[config.mk]
export PLATFORM = sky130hd
export DESIGN_NAME = scdTop
export DESIGN_NICKNAME = d
export VERILOG_FILES = /design/src/logic/scdPkg.sv /design/src/logic/scdCtlIf.sv /design/src/logic/scadOperandSelect.sv /design/src/logic/scadAdder.sv /design/src/logic/shiftCountRegs.sv /design/src/logic/arithFlags.sv /design/src/logic/scdTop.sv
export SDC_FILE = /design/constraint.sdc
export NUM_CORES = 1
export LEC_CHECK = 0
export ABC_AREA = 1
export BUFFER_PORTS_ARGS = -buffer_cell sky130_fd_sc_hd__buf_2
export CAP_MARGIN = 20
export CORE_MARGIN = 4
export CORE_UTILIZATION = 46
export CTS_CLUSTER_SIZE = 28
export DETAILED_ROUTE_END_ITERATION = 12
export GPL_TIMING_DRIVEN = 1
export HOLD_SLACK_MARGIN = 0.02
export PLACE_DENSITY = 0.78
export SYNTH_ARGS = -nofsm -noshare
export SYNTH_HDL_FRONTEND = slang
export SYNTH_SLANG_ARGS = --single-unit
[constraint.sdc]
create_clock -name clk -period 6.1 [get_ports clk]
set_input_delay 1.83 -clock clk [delete_from_list [all_inputs] [get_ports clk]]
set_output_delay 1.83 -clock clk [all_outputs]
set_load 0.01 [all_outputs]
[src/logic/scdPkg.sv]
`default_nettype none

package scdPkg;

  localparam int scadWidth = 10;
  localparam int arWidth = 36;
  localparam int magicWidth = 9;

  // Shift counts at or past a full word
  localparam int unsigned scGe36Limit = 36;

  // Microcoded SCAD functions
  typedef enum logic [2:0] {
    funcA             = 3'd0,
    funcAMinusBMinus1 = 3'd1,
    funcAPlusB        = 3'd2,
    funcAMinus1       = 3'd3,
    funcAPlus1        = 3'd4,
    funcAMinusB       = 3'd5,
    funcOr            = 3'd6,
    funcAnd           = 3'd7
  } ScadFunc;

  // Codes 4 to 7 leave the A operand at zero
  typedef enum logic [2:0] {
    aFe    = 3'd0,
    aArPos = 3'd1,
    aArExp = 3'd2,
    aMagic = 3'd3
  } ScadASel;

  typedef enum logic [1:0] {
    bSc       = 2'd0,
    bArSize   = 2'd1,
    bArExpRaw = 2'd2,
    bMagic    = 2'd3
  } ScadBSel;

  typedef enum logic [1:0] {
    scHold    = 2'd0,
    scFe      = 2'd1,
    scScad    = 2'd2,
    scArRight = 2'd3
  } ScSel;

  // AR bits 0 to 12 as a floating-point word
  typedef struct packed {
    logic       sign;
    logic [0:7] exponent;
    logic [0:3] rest;
  } ArExpView;

  // AR bits 0 to 12 as saved PC flags
  typedef struct packed {
    logic ov;
    logic cry0;
    logic cry1;
    logic fov;
    logic fpd;
    logic user;
    logic userIot;
    logic public;
    logic adrBrkInh;
    logic trapReq2;
    logic trapReq1;
    logic fxu;
    logic divChk;
  } ArFlagsView;

  typedef union packed {
    ArExpView   expView;
    ArFlagsView flagView;
  } ArLeft;

endpackage

`default_nettype wire

[src/logic/scdCtlIf.sv]
`timescale 1ns/1ns
`default_nettype none

interface scdCtlIf;

  // SCAD and shift count fields of the microword
  scdPkg::ScadFunc scadFunc;
  scdPkg::ScadASel scadASel;
  scdPkg::ScadBSel scadBSel;
  logic [0:scdPkg::magicWidth-1] magic;
  logic feLoad;
  scdPkg::ScSel scSel;

  // Flag conditions
  logic setAdFlags;
  logic loadFlags;
  logic expTest;
  logic pcfMagic;
  logic clrFpd;
  logic piCycle;

  modport select (input scadASel, scadBSel, magic);
  modport adder (input scadFunc);
  modport regs (input feLoad, scSel);
  modport flags (input setAdFlags, loadFlags, expTest, pcfMagic, clrFpd, piCycle, magic);

endinterface

`default_nettype wire

[src/logic/scadOperandSelect.sv]
`timescale 1ns/1ns
`default_nettype none

module scadOperandSelect (
  scdCtlIf.select ctl,
  input  wire logic [0:scdPkg::arWidth-1]   ar,
  input  wire logic [0:scdPkg::scadWidth-1] fe,
  input  wire logic [0:scdPkg::scadWidth-1] sc,
  output logic      [0:scdPkg::scadWidth-1] opA,
  output logic      [0:scdPkg::scadWidth-1] opB
);

  scdPkg::ArLeft arLeft;
  logic [0:scdPkg::scadWidth-1] magicExt;
  logic [0:scdPkg::scadWidth-1] arExpA;

  assign arLeft = ar[0:12];

  assign magicExt = {{(scdPkg::scadWidth - scdPkg::magicWidth){ctl.magic[0]}}, ctl.magic};

  // Ones-complement the exponent of a negative number
  assign arExpA = {2'b00, arLeft.expView.exponent ^ {8{arLeft.expView.sign}}};

  always_comb begin
    case (ctl.scadASel)
      scdPkg::aFe:    opA = fe;
      scdPkg::aArPos: opA = {4'b0000, ar[0:5]};
      scdPkg::aArExp: opA = arExpA;
      scdPkg::aMagic: opA = magicExt;
      default:        opA = '0;
    endcase
  end

  always_comb begin
    case (ctl.scadBSel)
      scdPkg::bSc:       opB = sc;
      scdPkg::bArSize:   opB = {4'b0000, ar[6:11]};
      scdPkg::bArExpRaw: opB = {1'b0, arLeft.expView.sign, arLeft.expView.exponent};
      default:           opB = magicExt;
    endcase
  end

endmodule

`default_nettype wire

[src/logic/scadAdder.sv]
`timescale 1ns/1ns
`default_nettype none

module scadAdder (
  scdCtlIf.adder ctl,
  input  wire logic [0:scdPkg::scadWidth-1] opA,
  input  wire logic [0:scdPkg::scadWidth-1] opB,
  output logic      [0:scdPkg::scadWidth-1] scad,
  output logic                              scadZero
);

  logic [0:scdPkg::scadWidth-1] addB;
  logic                         cin;
  logic [0:scdPkg::scadWidth-1] sum;

  // B side and carry-in of the adder for each function
  always_comb begin
    addB = '0;
    cin = 1'b0;
    case (ctl.scadFunc)
      scdPkg::funcAMinusBMinus1: addB = ~opB;
      scdPkg::funcAPlusB:        addB = opB;
      scdPkg::funcAMinus1:       addB = '1;
      scdPkg::funcAPlus1:        cin = 1'b1;
      scdPkg::funcAMinusB: begin
        addB = ~opB;
        cin = 1'b1;
      end
      default: ;
    endcase
  end

  // Wraps modulo 1024
  assign sum = opA + addB + {{(scdPkg::scadWidth-1){1'b0}}, cin};

  always_comb begin
    case (ctl.scadFunc)
      scdPkg::funcOr:  scad = opA | opB;
      scdPkg::funcAnd: scad = opA & opB;
      default:         scad = sum;
    endcase
  end

  assign scadZero = (scad == '0);

endmodule

`default_nettype wire

[src/logic/shiftCountRegs.sv]
`timescale 1ns/1ns
`default_nettype none

module shiftCountRegs (
  input  wire logic                         clk,
  input  wire logic                         reset,
  scdCtlIf.regs ctl,
  input  wire logic [0:scdPkg::arWidth-1]   ar,
  input  wire logic [0:scdPkg::scadWidth-1] scad,
  output logic      [0:scdPkg::scadWidth-1] fe,
  output logic      [0:scdPkg::scadWidth-1] sc,
  output logic                              scGe36
);

  logic [0:scdPkg::scadWidth-1] scNext;

  // SC source mux
  always_comb begin
    case (ctl.scSel)
      scdPkg::scFe:      scNext = fe;
      scdPkg::scScad:    scNext = scad;
      scdPkg::scArRight: scNext = {ar[18], ar[18], ar[28:35]};
      default:           scNext = sc;
    endcase
  end

  always_ff @(posedge clk) begin
    if (reset) begin
      fe <= '0;
    end else if (ctl.feLoad) begin
      fe <= scad;
    end
  end

  // Range decode follows SC into the same edge; negative counts read as large
  always_ff @(posedge clk) begin
    if (reset) begin
      sc <= '0;
      scGe36 <= 1'b0;
    end else begin
      sc <= scNext;
      scGe36 <= (scNext >= scdPkg::scGe36Limit);
    end
  end

endmodule

`default_nettype wire

[src/logic/arithFlags.sv]
`timescale 1ns/1ns
`default_nettype none

module arithFlags (
  input  wire logic                         clk,
  input  wire logic                         reset,
  scdCtlIf.flags ctl,
  input  wire logic [0:scdPkg::arWidth-1]   ar,
  input  wire logic [0:scdPkg::scadWidth-1] scad,
  input  wire logic                         adOv,
  input  wire logic                         adCry0,
  input  wire logic                         adCry1,
  output logic                              ov,
  output logic                              cry0,
  output logic                              cry1,
  output logic                              fov,
  output logic                              fxu,
  output logic                              divChk,
  output logic                              fpd
);

  scdPkg::ArLeft arLeft;
  logic adSet;
  logic expSet;
  logic magSet;
  logic ovSet;
  logic fovSet;
  logic fxuSet;
  logic fpdSet;

  assign arLeft = ar[0:12];

  // No flag sets during a PI cycle
  assign adSet = ctl.setAdFlags & ~ctl.piCycle;
  assign expSet = ctl.expTest & ~ctl.piCycle;
  assign magSet = ctl.pcfMagic & ~ctl.piCycle;

  assign ovSet = adSet & adOv | expSet & (scad[0] | scad[1]) | magSet & ctl.magic[0];
  assign fovSet = expSet & (scad[0] | scad[1]) | magSet & ctl.magic[0];
  assign fxuSet = expSet & scad[0] | magSet & ctl.magic[5];
  assign fpdSet = magSet & ctl.magic[2];

  always_ff @(posedge clk) begin
    if (reset) begin
      ov <= 1'b0;
      cry0 <= 1'b0;
      cry1 <= 1'b0;
      fov <= 1'b0;
      fxu <= 1'b0;
      divChk <= 1'b0;
      fpd <= 1'b0;
    end else if (ctl.loadFlags) begin
      ov <= arLeft.flagView.ov;
      cry0 <= arLeft.flagView.cry0;
      cry1 <= arLeft.flagView.cry1;
      fov <= arLeft.flagView.fov;
      fxu <= arLeft.flagView.fxu;
      divChk <= arLeft.flagView.divChk;
      fpd <= arLeft.flagView.fpd;
    end else begin
      // Sticky until reloaded
      ov <= ov | ovSet;
      cry0 <= cry0 | adSet & adCry0;
      cry1 <= cry1 | adSet & adCry1;
      fov <= fov | fovSet;
      fxu <= fxu | fxuSet;
      divChk <= divChk | magSet & ctl.magic[6];
      // A set in the same cycle wins over the clear
      fpd <= fpdSet | fpd & ~ctl.clrFpd;
    end
  end

endmodule

`default_nettype wire

[src/logic/scdTop.sv]
`timescale 1ns/1ns
`default_nettype none

module scdTop (
  input  wire logic                          clk,
  input  wire logic                          reset,
  input  wire logic [0:scdPkg::arWidth-1]    ar,
  input  wire logic [0:scdPkg::magicWidth-1] magic,
  input  wire scdPkg::ScadFunc               scadFunc,
  input  wire scdPkg::ScadASel               scadASel,
  input  wire scdPkg::ScadBSel               scadBSel,
  input  wire logic                          feLoad,
  input  wire scdPkg::ScSel                  scSel,
  input  wire logic                          setAdFlags,
  input  wire logic                          adOv,
  input  wire logic                          adCry0,
  input  wire logic                          adCry1,
  input  wire logic                          loadFlags,
  input  wire logic                          expTest,
  input  wire logic                          pcfMagic,
  input  wire logic                          clrFpd,
  input  wire logic                          piCycle,
  output logic      [0:scdPkg::scadWidth-1]  scad,
  output logic                               scadZero,
  output logic      [0:scdPkg::scadWidth-1]  fe,
  output logic      [0:scdPkg::scadWidth-1]  sc,
  output logic                               scGe36,
  output logic                               ov,
  output logic                               cry0,
  output logic                               cry1,
  output logic                               fov,
  output logic                               fxu,
  output logic                               divChk,
  output logic                               fpd
);

  logic [0:scdPkg::scadWidth-1] opA;
  logic [0:scdPkg::scadWidth-1] opB;

  scdCtlIf ctl ();

  assign ctl.scadFunc = scadFunc;
  assign ctl.scadASel = scadASel;
  assign ctl.scadBSel = scadBSel;
  assign ctl.magic = magic;
  assign ctl.feLoad = feLoad;
  assign ctl.scSel = scSel;
  assign ctl.setAdFlags = setAdFlags;
  assign ctl.loadFlags = loadFlags;
  assign ctl.expTest = expTest;
  assign ctl.pcfMagic = pcfMagic;
  assign ctl.clrFpd = clrFpd;
  assign ctl.piCycle = piCycle;

  scadOperandSelect scadOperandSelect_i (
    .ctl(ctl.select), .ar(ar), .fe(fe), .sc(sc), .opA(opA), .opB(opB)
  );

  scadAdder scadAdder_i (
    .ctl(ctl.adder), .opA(opA), .opB(opB), .scad(scad), .scadZero(scadZero)
  );

  shiftCountRegs shiftCountRegs_i (
    .clk(clk), .reset(reset), .ctl(ctl.regs), .ar(ar), .scad(scad),
    .fe(fe), .sc(sc), .scGe36(scGe36)
  );

  arithFlags arithFlags_i (
    .clk(clk), .reset(reset), .ctl(ctl.flags), .ar(ar), .scad(scad),
    .adOv(adOv), .adCry0(adCry0), .adCry1(adCry1),
    .ov(ov), .cry0(cry0), .cry1(cry1), .fov(fov), .fxu(fxu),
    .divChk(divChk), .fpd(fpd)
  );

endmodule

`default_nettype wire

==> out/qor.txt <==
vias in the first global route: 3734
clock-pin slew of the registers on the worst-case setup and hold paths: 0.09 ns
CP Cell Sequence: buf_12 > nor2_4 > nand2_2 > nand3_2 > o21ai_4 > o211ai_1 > fa_2 > inv_2 > fa_2 > nand3_2 > nand2_4 > or2_4 > nand3_2 > nand2_2 > nor4_4 > nand3_2 > nor2_2 > buf_2
Root Buffer: clkbuf_8
global placer's final weighted congestion: 1.05
initial antenna violation count: 0
Core Region: 6060 sq um
Worst Setup Slack, final: -0.0764 ns
layout cell share with drive strength beyond 1: 0.371
DRT iter0 DRCs: 381
sequential share of the synthesized area: 0.191
ys flop type: dfxtp_1
drt total wl: 11600 microns
Setup TNS: -0.0764 ns
Rel. slew slack: 0.604
Yosys top cell by area: nand2_1
Layout Nets: 757
Die Wd: 87.9 microns
drt pass-1 iters: 8
post-route ant nets: 0
Die Span Y: 87.9 microns
largest net degree at the start of global routing: 27
fin cells: 754
status: finished, violations left
cell with the most instances after synthesis: nand2_1
Synth warnings: 0
CTS Sinks: 28
Power Density: 187 nW/um^2
dpl hpwl: 9060 microns
Worst Setup End Kind: output port
Hold Fails Final Rpt: 0
RSZ-0062 raised after global routing: yes
Synth Net Count: 607
placed cell areas: 3880 sq um
Lkg Pwr: 0.00241 uW
Avg Cell Area, Syn: 5.54 sq um
Synth top area share: 0.203
Worst-Skew Late Latency: 0.29 ns
HP Class: register to register
synth unique cells: 39
Setup Skew: 0.00758 ns
Mapped Cells: 530
Final Cell Area: 4360 sq um
total grt overflow: 0
most numerous cell on the critical path: nand3_2
family with the most delay on the worst path: simple AND/OR/NAND/NOR gates
Seq cells post-synth: 28
Final Setup Violations: 1
Syn-to-layout area delta: 48.4%
DR WL/cell: 15.4 microns
Slew Limit Fails: 0
Area contributors post-synth: nand2_1 (20%), dfxtp_1 (19%), nand3_1 (9.0%), inv_1 (8.8%), nor2_1 (7.3%)
Final min period: 6.18 ns
FMAX: 162 MHz
worst path buffer plus inverter count: 3
Max rail drop VDD: 0.222 mV
Initial Utilization: 0.485
failing checks: negative setup slack
Crit path largest cell delay: 0.38 ns
most frequent cells after synthesis: nand2_1 (159), inv_1 (69), nor2_1 (57)
pre-CTS WS: -0.484 ns
IO Count: 106
Slowest cell on crit path: fa_2
first-pass GRT wire length: 17500 microns
kind of critical path: primary input to output port
CTS H-tree lvls: 1
final worst path period share: 1.01
Row Count: 28
residual DRC count: 0
Layout fillers: 506
Req. time, crit path: 4.27 ns
post-cts hold buffer count: 0
worst-path maximum fanout: 7
DR vias/cell: 5.53
Vias: 4169
Slew @ Worst Pin: 0.592 ns
asr flop ratio synth: 0
clock buffer depth: 2
Arrival @ worst endpoint: 4.35 ns
PortBufs: 91
TritonCTS clock tree: done
CP startpoint kind: primary input
Post-Route Utilization: 0.719
Tot GR Track Use: 0.285
ant diodes: 0
placed instance count: 740
cell area after synthesis: 2940 sq um
max-cap violation count: 0
CTS buffer count: 3
Die ar.: 7730 sq um
Post-synth EDFFs: 0
-- final timing paths --
| kind | from | end | slack (ns) | cells past startpoint |
|---|---|---|---|---|
| worst min register to register | arithFlags_i.divChk$_SDFF_PP0_ | arithFlags_i.divChk$_SDFF_PP0_ | 0.50 | 2 |
| worst max register to register | shiftCountRegs_i.sc[3]$_SDFF_PP0_ | shiftCountRegs_i.scGe36$_SDFF_PP0_ | 3.02 | 23 |
| worst min-delay path | arithFlags_i.divChk$_SDFF_PP0_ | arithFlags_i.divChk$_SDFF_PP0_ | 0.50 | 2 |
| worst max-delay path | scadBSel[1] | scadZero | -0.08 | 18 |
-- layer usage --
metal  global-route usage  wire length, microns  up-vias
met2                0.483                  5420      237
met4               0.0739                   291        0
met3               0.0621                  1290       38
met1                0.368                  4610     1878
met5                    0                     0        -
li1                     -                     -     2016
-- power by group --
group	internal [uW]	leakage, uW	switching, uW
Sequential	201	0.000233	15.4
Combinational	196	0.00214	251
Clock	88.1	0.0000357	61.6
Total	485	0.00241	328
-- sequential cells by signal (all words and copies together) (netlist names) --
name                     cells
arithFlags_i.ov              1
shiftCountRegs_i.sc         10
arithFlags_i.divChk          1
arithFlags_i.fov             1
shiftCountRegs_i.scGe36      1
arithFlags_i.cry1            1
arithFlags_i.fpd             1
arithFlags_i.fxu             1
arithFlags_i.cry0            1
shiftCountRegs_i.fe         10
-- cell usage in the layout (no fill, tap or decap), types with 4 or more instances in the layout --
master	netlist	layout
nand2_1	159	147
buf_2	4	85
buf_4	2	65
inv_1	69	63
nor2_1	57	51
nand3_1	53	41
dfxtp_1	28	28
o21ai_0	41	26
a21oi_1	30	24
nand2_2	7	18
o21ai_1	1	13
nand3_2	1	11
a221oi_1	10	10
inv_2	6	9
or2_2	9	7
nor2_2	4	7
a21oi_2	0	5
buf_6	0	5
nor2_4	1	4
nand4_1	4	4
ha_1	8	4
-- worst min-delay path: stages (launching register included) --
cell and delay, ns:
dfxtp_1 0.32, nor2_1 0.08, a21oi_1 0.06
-- layout make-up --
class | instances | area [sq um] | share of cell area
Clock inverter | 1 | 30.0 | 0.00689
Tap cell | 75 | 93.8 | 0.0215
Sequential cell | 28 | 561 | 0.129
Clock buffer | 3 | 41.3 | 0.00947
Multi-Input combinational cell | 412 | 2300 | 0.529
Timing Repair Buffer | 158 | 1030 | 0.236
Inverter | 77 | 299 | 0.0686
-- through the flow --
step | total power, uW | hold slack (ns)
finish | 813 | 0.495
global route | 864 | 0.536
CTS | 769 | 0.498
detailed placement | 595 | 0.486
global placement | 587 | 0.481
floorplan | 419 | 0.513
-- repair_timing --
item                                   in CTS  in global routing
resized for setup                          41                 59
endpoints found under the hold margin       0                  0
buffers inserted                            5                  6
gates cloned                                0                  0
pin swaps                                  18                 45
setup endpoints to repair                   4                  6
-- cell families (layout without fill, tap and decap cells) --
group	Yosys count	after routing	share of synthesized area
AO/OA/AOI/OAI	95	95	0.189
adder cells (fa/ha/maj)	10	10	0.0477
AND/OR/NAND/NOR	305	305	0.448
flip-flops	28	28	0.191
buffers and inverters	90	239	0.119
XOR/XNOR	2	2	0.00596
Power figures use the tool's default switching activity.
